<file path="src/hdl/ro_pkg.sv">
/*
 * Shared types for the operand-read stage. Holds the operand and register
 * address widths, the producer-lane and read-request structs, and the
 * bypass source encoding. Modules refer to these by scoped name.
 */

`default_nettype none

package ro_pkg;

   // ========================================================================
   // Widths
   // ========================================================================
   localparam int data_w = 64;                     // Integer operand width.
   localparam int reg_aw = 5;                      // 32 architectural registers.

   // ========================================================================
   // Bus structs
   // ========================================================================

   // One result lane of a producer stage. The commit stage also writes the RF.
   typedef struct packed {
      logic               we;                      // Lane carries a register result.
      logic [reg_aw-1:0]  waddr;                   // Destination register.
      logic [data_w-1:0]  wdat;                    // Result value.
   } wb_lane_t;

   // One source-operand read channel.
   typedef struct packed {
      logic               re;                      // Operand is needed this cycle.
      logic [reg_aw-1:0]  raddr;                   // Source register.
   } rd_req_t;

   // ========================================================================
   // Bypass source
   // ========================================================================

   // The stage codes double as indexes into the registered stage buses.
   typedef enum logic [2:0] {
      src_ex_s1 = 3'd0,                            // Execute stage 1, youngest.
      src_ex_s2 = 3'd1,
      src_ex_s3 = 3'd2,
      src_cmt   = 3'd3,                            // Commit stage.
      src_rf    = 3'd4                             // No hit, use the register file.
   } byp_src_e;

endpackage

`default_nettype wire

</file>
<file path="src/hdl/operand_bypass.sv">
/*
 * Bypass network for the operand-read stage. Read addresses are compared
 * against every lane of execute stages 1 to 3 and commit in the read cycle.
 * The winning source and lane are registered, and the operand is selected
 * one cycle later. Also flags reads that depend on a lane-0 load.
 */

`default_nettype none

module operand_bypass
#(
   parameter int p_issue_width = 1
)
(
   input  wire                                            clk,
   input  wire                                            arst_n,
   input  wire ro_pkg::wb_lane_t [(1<<p_issue_width)-1:0] ex_s1,
   input  wire ro_pkg::wb_lane_t [(1<<p_issue_width)-1:0] ex_s2,
   input  wire ro_pkg::wb_lane_t [(1<<p_issue_width)-1:0] ex_s3,
   input  wire ro_pkg::wb_lane_t [(1<<p_issue_width)-1:0] cmt,
   input  wire                                            ex_s1_load0,
   input  wire                                            ex_s2_load0,
   input  wire                                            ex_s3_load0,
   input  wire ro_pkg::rd_req_t  [(2<<p_issue_width)-1:0] rd,
   input  wire logic [(2<<p_issue_width)-1:0][ro_pkg::data_w-1:0] rf_din,
   output logic [(2<<p_issue_width)-1:0][ro_pkg::data_w-1:0]      byp_dout,
   output logic [(2<<p_issue_width)-1:0]                          raw_dep_load0,
   output logic                                                   ld
);

   localparam int iw   = 1 << p_issue_width;       // Lanes per stage.
   localparam int chs  = 2 * iw;                   // Read channels.
   localparam int nstg = 4;                        // ex_s1, ex_s2, ex_s3, cmt.
   localparam int lw   = (p_issue_width > 0) ? p_issue_width : 1;

   ro_pkg::wb_lane_t [nstg-1:0][iw-1:0]  stg;      // Index matches byp_src_e.
   logic [chs-1:0]                       re;
   logic [chs-1:0][nstg-1:0][iw-1:0]     hit;
   ro_pkg::byp_src_e                     src_d [chs];
   logic [lw-1:0]                        lane_d [chs];
   ro_pkg::byp_src_e                     src_q [chs];
   logic [lw-1:0]                        lane_q [chs];
   logic [nstg-1:0][iw-1:0][ro_pkg::data_w-1:0] dat_q;

   // Index of the highest set bit, which is the youngest lane.
   function automatic logic [lw-1:0] hi_lane(input logic [iw-1:0] v);
      logic [lw-1:0] idx;
      idx = '0;
      for (int k = 0; k < iw; k++)
      begin
         if (v[k])
            idx = lw'(k);
      end
      return idx;
   endfunction

   assign stg = {cmt, ex_s3, ex_s2, ex_s1};

   // ========================================================================
   // Read cycle: hazard compare
   // ========================================================================
   always_comb
   begin
      for (int ch = 0; ch < chs; ch++)
      begin
         re[ch] = rd[ch].re;
         for (int s = 0; s < nstg; s++)
         begin
            for (int k = 0; k < iw; k++)
               hit[ch][s][k] = rd[ch].re && stg[s][k].we && (stg[s][k].waddr == rd[ch].raddr);
         end
      end
   end

   assign ld = |re;                                // Stage advances when any operand is read.

   always_comb
   begin
      for (int ch = 0; ch < chs; ch++)
      begin
         src_d[ch]  = ro_pkg::src_rf;
         lane_d[ch] = '0;
         for (int s = nstg - 1; s >= 0; s--)          // Walk oldest first so ex_s1 lands last.
         begin
            if (|hit[ch][s])
            begin
               src_d[ch]  = ro_pkg::byp_src_e'(s);
               lane_d[ch] = hi_lane(hit[ch][s]);
            end
         end
      end
   end

   always_comb
   begin
      for (int ch = 0; ch < chs; ch++)
         raw_dep_load0[ch] = (hit[ch][0][0] & ex_s1_load0) |
                             (hit[ch][1][0] & ex_s2_load0) |
                             (hit[ch][2][0] & ex_s3_load0);
   end

   // ========================================================================
   // Stage registers
   // ========================================================================
   always_ff @(posedge clk or negedge arst_n)
   begin
      if (!arst_n)
      begin
         for (int ch = 0; ch < chs; ch++)
         begin
            src_q[ch]  <= ro_pkg::src_rf;
            lane_q[ch] <= '0;
         end
      end
      else if (ld)
      begin
         src_q  <= src_d;
         lane_q <= lane_d;
      end
   end

   always_ff @(posedge clk)
   begin
      if (ld)
      begin
         for (int s = 0; s < nstg; s++)
         begin
            for (int k = 0; k < iw; k++)
               dat_q[s][k] <= stg[s][k].wdat;
         end
      end
   end

   // ========================================================================
   // Select cycle
   // ========================================================================
   always_comb
   begin
      for (int ch = 0; ch < chs; ch++)
      begin
         case (src_q[ch])
            ro_pkg::src_ex_s1: byp_dout[ch] = dat_q[0][lane_q[ch]];
            ro_pkg::src_ex_s2: byp_dout[ch] = dat_q[1][lane_q[ch]];
            ro_pkg::src_ex_s3: byp_dout[ch] = dat_q[2][lane_q[ch]];
            ro_pkg::src_cmt:   byp_dout[ch] = dat_q[3][lane_q[ch]];
            default:           byp_dout[ch] = rf_din[ch];
         endcase
      end
   end

   // A channel that was not read while the stage advanced must fall back to the RF.
   for (genvar ch = 0; ch < chs; ch++)
   begin : g_idle_chk
      a_idle_rf: assert property (@(posedge clk) disable iff (!arst_n)
                                  (ld && !re[ch]) |=> (src_q[ch] == ro_pkg::src_rf))
         else $error("operand_bypass: idle channel %0d kept a bypass source", ch);
   end

endmodule

`default_nettype wire

</file>
<file path="config.mk">
export PLATFORM = sky130hd
export DESIGN_NAME = operand_bypass
export DESIGN_NICKNAME = d
export VERILOG_FILES = /design/src/hdl/ro_pkg.sv /design/src/hdl/operand_bypass.sv
export SDC_FILE = /design/constraint.sdc
export NUM_CORES = 1
export LEC_CHECK = 0
export BUFFER_PORTS_ARGS = -buffer_cell sky130_fd_sc_hd__buf_2
export CAP_MARGIN = 0
export CORE_AREA = 2 2 429 431
export CTS_CLUSTER_SIZE = 14
export DETAILED_ROUTE_END_ITERATION = 10
export DIE_AREA = 0 0 431 433
export PLACE_DENSITY = 0.35
export SYNTH_ARGS = -nofsm -noshare
export SYNTH_HDL_FRONTEND = slang
export SYNTH_SLANG_ARGS = --single-unit
</file>
<file path="constraint.sdc">
create_clock -name clk -period 16.8 [get_ports clk]
set_clock_uncertainty 0.05 [all_clocks]
set_input_delay 2.52 -clock clk [delete_from_list [all_inputs] [get_ports clk]]
set_output_delay 2.52 -clock clk [all_outputs]
set_load 0.02 [all_outputs]
</file>
Yosys cells after proc, flatten, opt, wreduce, memory -nomap -nowiden --
Cells that the tools add are included.
Word-level totals: register bits 528, input bits 845, output and inout bits 261, word-level logic and storage cells 253
Cells by class: $lt $le $gt $ge 4, equal/unequal tests 44, multiplexer cells 84, bitwise operators 20, reductions and logical operators 85
Operators by type and width (number):
- 64-bit two-way mux | 32
- 64-bit one-hot mux with 4 select lines | 4
- 5-bit == test | 32
- 1-bit logical AND | 64
- 3-bit two-way mux | 16
- 1-bit two-way mux | 32
- 2-bit OR reduction | 16
- 3-bit by 2-bit == test with 1-bit output, second input constant | 8
- 1-bit bitwise AND | 12
- 3-bit by 1-bit == test with 1-bit output, second input constant | 4
- 3-bit zero test | 4
- 1-bit by 2-bit < comparator with 1-bit output, second input constant | 4
- 1-bit bitwise OR | 8
- 4-bit OR reduction | 1

Depth between registers and ports, before layout --
Gate-level depths: netlist of the first run.
depth after elaboration 7, mapped depth 9, depth with buffers taken out 6

Least setup slack after synthesis of the first run --
OpenSTA, ideal clock, no wires.
kind input -> output, start input rd[5] in the netlist's numbering, end output ld, arrival 12958 ps, required time 14230 ps, path slack 1272 ps, stages on the path 3, buffers on the path 1, cells stage by stage clkbuf_1 nor4_4 inv_1
Between the ends: cells in the longest elaborated chain, start to end 1
RTL lines:
- start: declaration | line operand_bypass.sv:24 | input wire ro_pkg::rd_req_t [(2<<p_issue_width)-1:0] rd,
- 4-bit OR reduction | line operand_bypass.sv:75 | assign ld = |re;
- end: declaration | line operand_bypass.sv:28 | output logic ld
No other way between the ends.

==> impl_metrics.csv, run 1 <==
group,metric,value,unit
worst_setup_path,crit_fanout,120,
worst_setup_path,critPathArrivalTime,5.34,ns
cts,cts_tree,"done",
pwr,p_int,2940,uW
logic_synthesis,ys_seq_area_share,41.5,%
timing,slew_headroom,26.1,%
worst_setup_path,critical_path_class,"reg2out",
die,fp.dieArea,0.187,mm2
die,ios,1106,
worst_hold_path,min_path_cells,2,
timing,setup_tns,0,ns
timing,maxSlewViolCount,0,
pwr,sw_frac_of_total,32.9,%
cells_and_area,areaGrowthSynthToFinish,25.9,%
logic_synthesis,syn_avg_cell_area,11.7,um2
pwr,power_frac_seq,39.2,%
die,rows,157,
die,coreArea,0.182,mm2
place,port_buffers,1105,
worst_hold_path,hold_end,"src_q[2]",
die,die_x,431,um
global_route,grt.total_usage,21.8,%
timing,fmax,0.126,GHz
drt,drc,0,
place,dp_hpwl,154000,um
logic_synthesis,yosys.cell_types.count,54,
worst_setup_path,r2r_setup_slack,14.17,ns
worst_setup_path,worst_setup_path_start_kind,"register",
global_route,antenna_found_initial,143,
cells_and_area,ff_latch_area,0.0158,mm2
global_route,grt_start_max_net_pins,121,
timing,fin_crit,7.91,ns
cts,cts.sink_count,528,
cells_and_area,final_common_cell,"buf_2",
pwr,powerDensity,91.4,mW/mm2
worst_hold_path,hp-start,"src_q[2]",
worst_setup_path,r2r-start,"src_q[6]",
cts,path_clk_slew,0.05,ns
cts,cts_resized,0,
cells_and_area,multi_input_area,0.0204,mm2
timing,hold_viol,0,
cts,postCtsSetupBuffers,0,
timing,tightest_slew,1.11,ns
drt,vias_per_cell,5.02,
timing,fin_crit_sh,47.1,%
cts,htreeDepth,3,
logic_synthesis,synthCells,3244,
cts,cts_root_buffer,"clkbuf_16",
worst_setup_path,r2r_cells,3,
logic_synthesis,synthArstFlopShare,3.03,%
cts,clkLatencyLatePin,0.68,ns
die,start_util,20.9,%
die,die_y,433,um
pwr,p_leak,0.0171,uW
logic_synthesis,synth_edf_count,512,
drt,drtIter0Drc,2901,
cells_and_area,final_cell_mix,"1105 x buf_2, 512 x edfxtp_1, 371 x mux2i_1",
timing,setup_viol,0,
pwr,p_clk_share,37.7,%
cts,cts_hold_buf,0,
worst_hold_path,hp-class,"reg2reg",
timing,rsz0062_at_grt,"false",
pwr,irDropWorstVdd,68.2,uV
logic_synthesis,yosysWarnings,0,
worst_setup_path,cp_data_required_time,14.23,ns
drt,wl,212000,um
drt,vias,33337,
pwr,p_sw,1440,uW
logic_synthesis,synth.net_count,4089,
cells_and_area,fin_nets,5001,
global_route,grt_pass1_vias,32473,
global_route,grt_overflow,0,
pwr,p_comb_share,23.1,%
logic_synthesis,ys.flop_type,"edfxtp_1",
cells_and_area,fill_cells,19408,
worst_setup_path,endpoint_kind,"output port",
global_route,grt_pass1_wl,284000,um
logic_synthesis,synth_area,0.0380,mm2
status,run_status,"completed",
logic_synthesis,ys_ff_latch,528,
cts,clockBufferDepth,3,
drt,wl_per_cell,31.9,um
drt,antenna_left,0,
place,place_congestion,0.984,
cells_and_area,drive_gt1_share,38.3,%
timing,fin_hold_ws,0.773,ns
drt,firstDrtPassIters,6,
job,maxCapViolations,0,
worst_setup_path,r2r-end,"src_q[6]",
cts,numCtsBuffers,78,
[critical path: stages (launching register included)]
cell and delay [ns]:
dfrtp_4 0.92, buf_12 0.48, buf_4 0.76, buf_4 0.76, mux4_2 0.59, mux2i_1 0.34, o21ai_1 0.11, buf_2 0.19
[stage by stage]
step	std cells	utilization, %	setup slack, ns	instance area, um2	total power [uW]
after floorplan	3244	-	1.27	38000	2280
after global placement	6461	24.9	9.66	45300	2760
after detailed placement	6461	24.9	9.59	45300	2760
after CTS	6600	26.3	8.80	47800	4450
after global routing	6623	26.3	8.64	47900	4570
final	6637	26.3	8.89	47900	4380
[Yosys cell counts, types with 43 or more instances]
cell	number	area (um2)
edfxtp_1	512	15400
mux2i_1	371	3710
nand2_1	365	1370
mux4_2	293	6600
nor2b_1	190	1190
a21oi_1	165	826
o21ai_0	162	811
o21ai_1	153	766
clkbuf_1	125	469
buf_2	110	551
nor2_1	86	323
nor3b_1	83	623
a22oi_1	76	571
xnor2_1	75	657
xor2_1	73	639
a211oi_1	54	405
a221o_1	51	510
buf_4	43	323
[per-layer routing]
layer,routed length (um),vias to the layer above,global-route usage [%]
met3,10300,368,3.23
met5,241,-,0
met1,91300,17069,28.8
met2,105000,1380,37.0
li1,-,14484,-
met4,5640,36,6.24
[logic make-up (layout without fill, tap and decap cells)]
logic type | count (synthesis) | count (layout) | share of synthesized area (%)
AND/OR/NAND/NOR | 810 | 810 | 10.9
flip-flops | 528 | 528 | 41.5
buffers and inverters | 347 | 1318 | 4.90
XOR/XNOR | 148 | 148 | 3.41
other | 0 | 37 | 0
AO/OA/AOI/OAI | 747 | 747 | 12.2
multiplexers | 664 | 664 | 27.1
[cell type report]
| type | instances | share of cell area, % |
|---|---|---|
| Multi-Input combinational cell | 2369 | 42.6 |
| Sequential cell | 528 | 33.1 |
| Timing Repair Buffer | 1162 | 12.5 |
| Tap cell | 2385 | 6.23 |
| Clock buffer | 95 | 4.39 |
| Clock inverter | 44 | 0.794 |
| Antenna cell | 37 | 0.193 |
| Inverter | 17 | 0.149 |
[state kept, by name, indices dropped and copies added (netlist names)]
register  count
lane_q        4
src_q        12
dat_q       512
[power by group through the flow]
stage | registers (uW) | clock network (uW) | logic, uW
after floorplan | 1650 | 0 | 623
after global placement | 1750 | 0 | 1020
after detailed placement | 1740 | 0 | 1020
after CTS | 1720 | 1720 | 1020
after global routing | 1730 | 1760 | 1080
final | 1720 | 1650 | 1010
[how the worst max path moves through the flow]
stage / startpoint / slack, ns / endpoint
floorplan: rd[5] / 1.27 / ld
global placement: src_q[6] / 9.66 / byp_dout[90]
detailed placement: src_q[6] / 9.59 / byp_dout[90]
CTS: src_q[6] / 8.80 / byp_dout[90]
global route: src_q[6] / 8.64 / byp_dout[90]
finish: src_q[6] / 8.89 / byp_dout[90]
No activity file was read; power rests on OpenSTA's default activity.
==> inputs of run 2 (changes only) <==
==> constraint.sdc (replaced) <==
create_clock -name clk -period 8.2 [get_ports clk]
set_clock_uncertainty 0.05 [all_clocks]
set_input_delay 1.23 -clock clk [delete_from_list [all_inputs] [get_ports clk]]
set_output_delay 1.23 -clock clk [all_outputs]
set_load 0.02 [all_outputs]
==> run 2 against run 1 <==
Register-to-register slack worse by 8.2 ns. Total power increased by 100%. First-iteration DRC count is 6.5% lower. Hold slack got worse by 0.33 ns. Final cell count hardly changed. Clock-buffer cell count down 10. Utilization about the same. Die area did not move. Non-clock buffer count shrank 2. Sequential share of layout area hardly changed. Critical endpoint is now byp_dout[28]. Largest power group unchanged.
==> impl_metrics.csv, run 2 (synthesis gave the netlist of run 1 again) <==
group,metric,value,unit
status,run_status,"completed",
cts,cts_root_buffer,"clkbuf_16",
place,port_buffers,1105,
worst_setup_path,path_cells,"buf_4 > buf_4 > a211oi_1 > a211oi_1 > a21oi_1 > o21ai_0 > buf_2",
drt,wl,208000,um
timing,slew_headroom,25.9,%
cts,htreeDepth,3,
timing,fin_crit_sh,66.5,%
timing,maxSlewViolCount,0,
timing,hold_viol,0,
pwr,p_clk_share,36.6,%
place,dp_hpwl,152000,um
worst_setup_path,critical_path_class,"reg2out",
drt,antenna_left,0,
worst_hold_path,hp-class,"in2async",
timing,fmax,0.183,GHz
pwr,p_comb_share,23.4,%
drt,vias,33017,
worst_setup_path,critPathCapture,"byp_dout[28]",
worst_setup_path,critPathMaxStageDelay,0.81,ns
worst_setup_path,path_delay_family,"buffers and inverters",
timing,fin_hold_ws,0.447,ns
place,pre_cts_ws,3.22,ns
cells_and_area,fin_nets,4995,
cells_and_area,largest_register_ffs,512,
worst_setup_path,crit_slowest_cell,"dfrtp_4",
cts,cts_hold_buf,0,
place,place_congestion,0.964,
pwr,sw_frac_of_total,33.0,%
die,coreArea,0.182,mm2
worst_setup_path,worst_setup_path_start_kind,"register",
cells_and_area,final_cell_mix,"1105 x buf_2, 512 x edfxtp_1, 371 x mux2i_1",
cts,numCtsBuffers,74,
timing,timing.final.ws_setup,2.75,ns
cells_and_area,drive_gt1_share,38.2,%
cells_and_area,areaGrowthSynthToFinish,25.8,%
timing,fin_crit,5.45,ns
place,dp_cells,6459,
drt,drc,0,
cts,path_clk_slew,0.06,ns
drt,firstDrtPassIters,6,
die,die_x,431,um
global_route,grt_overflow,0,
pwr,powerDensity,184,mW/mm2
worst_setup_path,r2r_cells,3,
drt,wl_per_cell,31.4,um
worst_setup_path,endpoint_kind,"output port",
worst_setup_path,critPathBufInv,3,
timing,setup_viol,0,
worst_setup_path,crit_cells,7,
die,fp.dieArea,0.187,mm2
worst_setup_path,r2r-start,"lane_q[3]",
worst_setup_path,cp_data_required_time,6.92,ns
timing,tightest_slew,1.11,ns
drt,drtIter0Drc,2713,
cts,postCtsSetupBuffers,0,
pwr,p_int,5910,uW
cells_and_area,ff_latch_area,0.0158,mm2
global_route,grt_start_max_net_pins,128,
worst_setup_path,crit_path_start,"src_q[10]",
die,die_y,433,um
die,ios,1106,
cells_and_area,multi_input_area,0.0204,mm2
global_route,grt_pass1_wl,279000,um
worst_setup_path,r2r_setup_slack,6.00,ns
global_route,grt.total_usage,21.4,%
cts,cts_tree,"done",
global_route,grt_pass1_vias,32318,
worst_setup_path,crit_fanout,41,
cells_and_area,largest_register,"dat_q",
job,maxCapViolations,0,
cells_and_area,final_common_cell,"buf_2",
cts,cts_resized,0,
worst_setup_path,critPathArrivalTime,4.17,ns
cells_and_area,instances_no_fill,6635,
pwr,p_sw,2910,uW
timing,rsz0062_at_grt,"false",
cts,clockBufferDepth,3,
pwr,p_leak,0.0171,uW
cells_and_area,top_regs,"dat_q (512), src_q (12), lane_q (4)",
timing,setup_tns,0,ns
pwr,power_frac_seq,40.0,%
die,start_util,20.9,%
cts,clkLatencyLatePin,0.66,ns
cells_and_area,fill_cells,19249,
pwr,irDropWorstVdd,118,uV
die,rows,157,
global_route,antenna_found_initial,126,
worst_setup_path,r2r-end,"lane_q[3]",
cts,cts.sink_count,528,
drt,vias_per_cell,4.98,
[run 2: cell types whose count changed in the layout (fill, tap and decap cells not counted), sizes merged]
cell and change:
clkinvlp -3, diode +6, clkinv +4, buf -2
clkbuf -10, inv +3
[run 2: worst min path at each step]
| stage | startpoint | to |
|---|---|---|
| detailed placement | src_q[2] | src_q[2] |
| global route | arst_n | src_q[0] |
| finish | arst_n | src_q[1] |
| global placement | src_q[2] | src_q[2] |
| CTS | arst_n | src_q[6] |
| floorplan | src_q[2] | src_q[2] |
[run 2: layout make-up]
type | instances | area share [%]
multi-input combinational | 2369 | 42.7
sequential | 528 | 33.1
timing repair buffer | 1160 | 12.7
tap | 2385 | 6.24
clock buffer | 85 | 4.04
clock inverter | 48 | 0.852
antenna | 43 | 0.225
inverter | 17 | 0.141
[run 2: worst register-to-register path, cell delays in order, from the launching register on]
cell and delay, ns:
dfrtp_4 0.86, buf_4 0.75, o22ai_1 0.20, a31oi_1 0.24
[run 2: metal layers]
metal / vias up / GRT usage, % / wire (um)
met2: 1381 / 36.5 / 104000
met3: 340 / 3.28 / 10700
met1: 16791 / 27.8 / 87400
met4: 42 / 6.61 / 5770
li1: 14463 / - / -
met5: - / 0 / 288
[run 2: power by group through the flow]
stage	logic [uW]	clock network, uW	registers (uW)
floorplan	1280	0	3380
global placement	2080	0	3590
detailed placement	2080	0	3580
CTS	2090	3350	3530
global route	2200	3430	3560
finish	2060	3230	3530
[run 2: per-stage QoR]
step	total power, uW	util, %	area (um2)
after floorplan	4660	-	38100
after global placement	5670	24.9	45400
after detailed placement	5660	24.9	45400
after CTS	8960	26.2	47800
after global routing	9190	26.3	47800
final	8820	26.3	47900
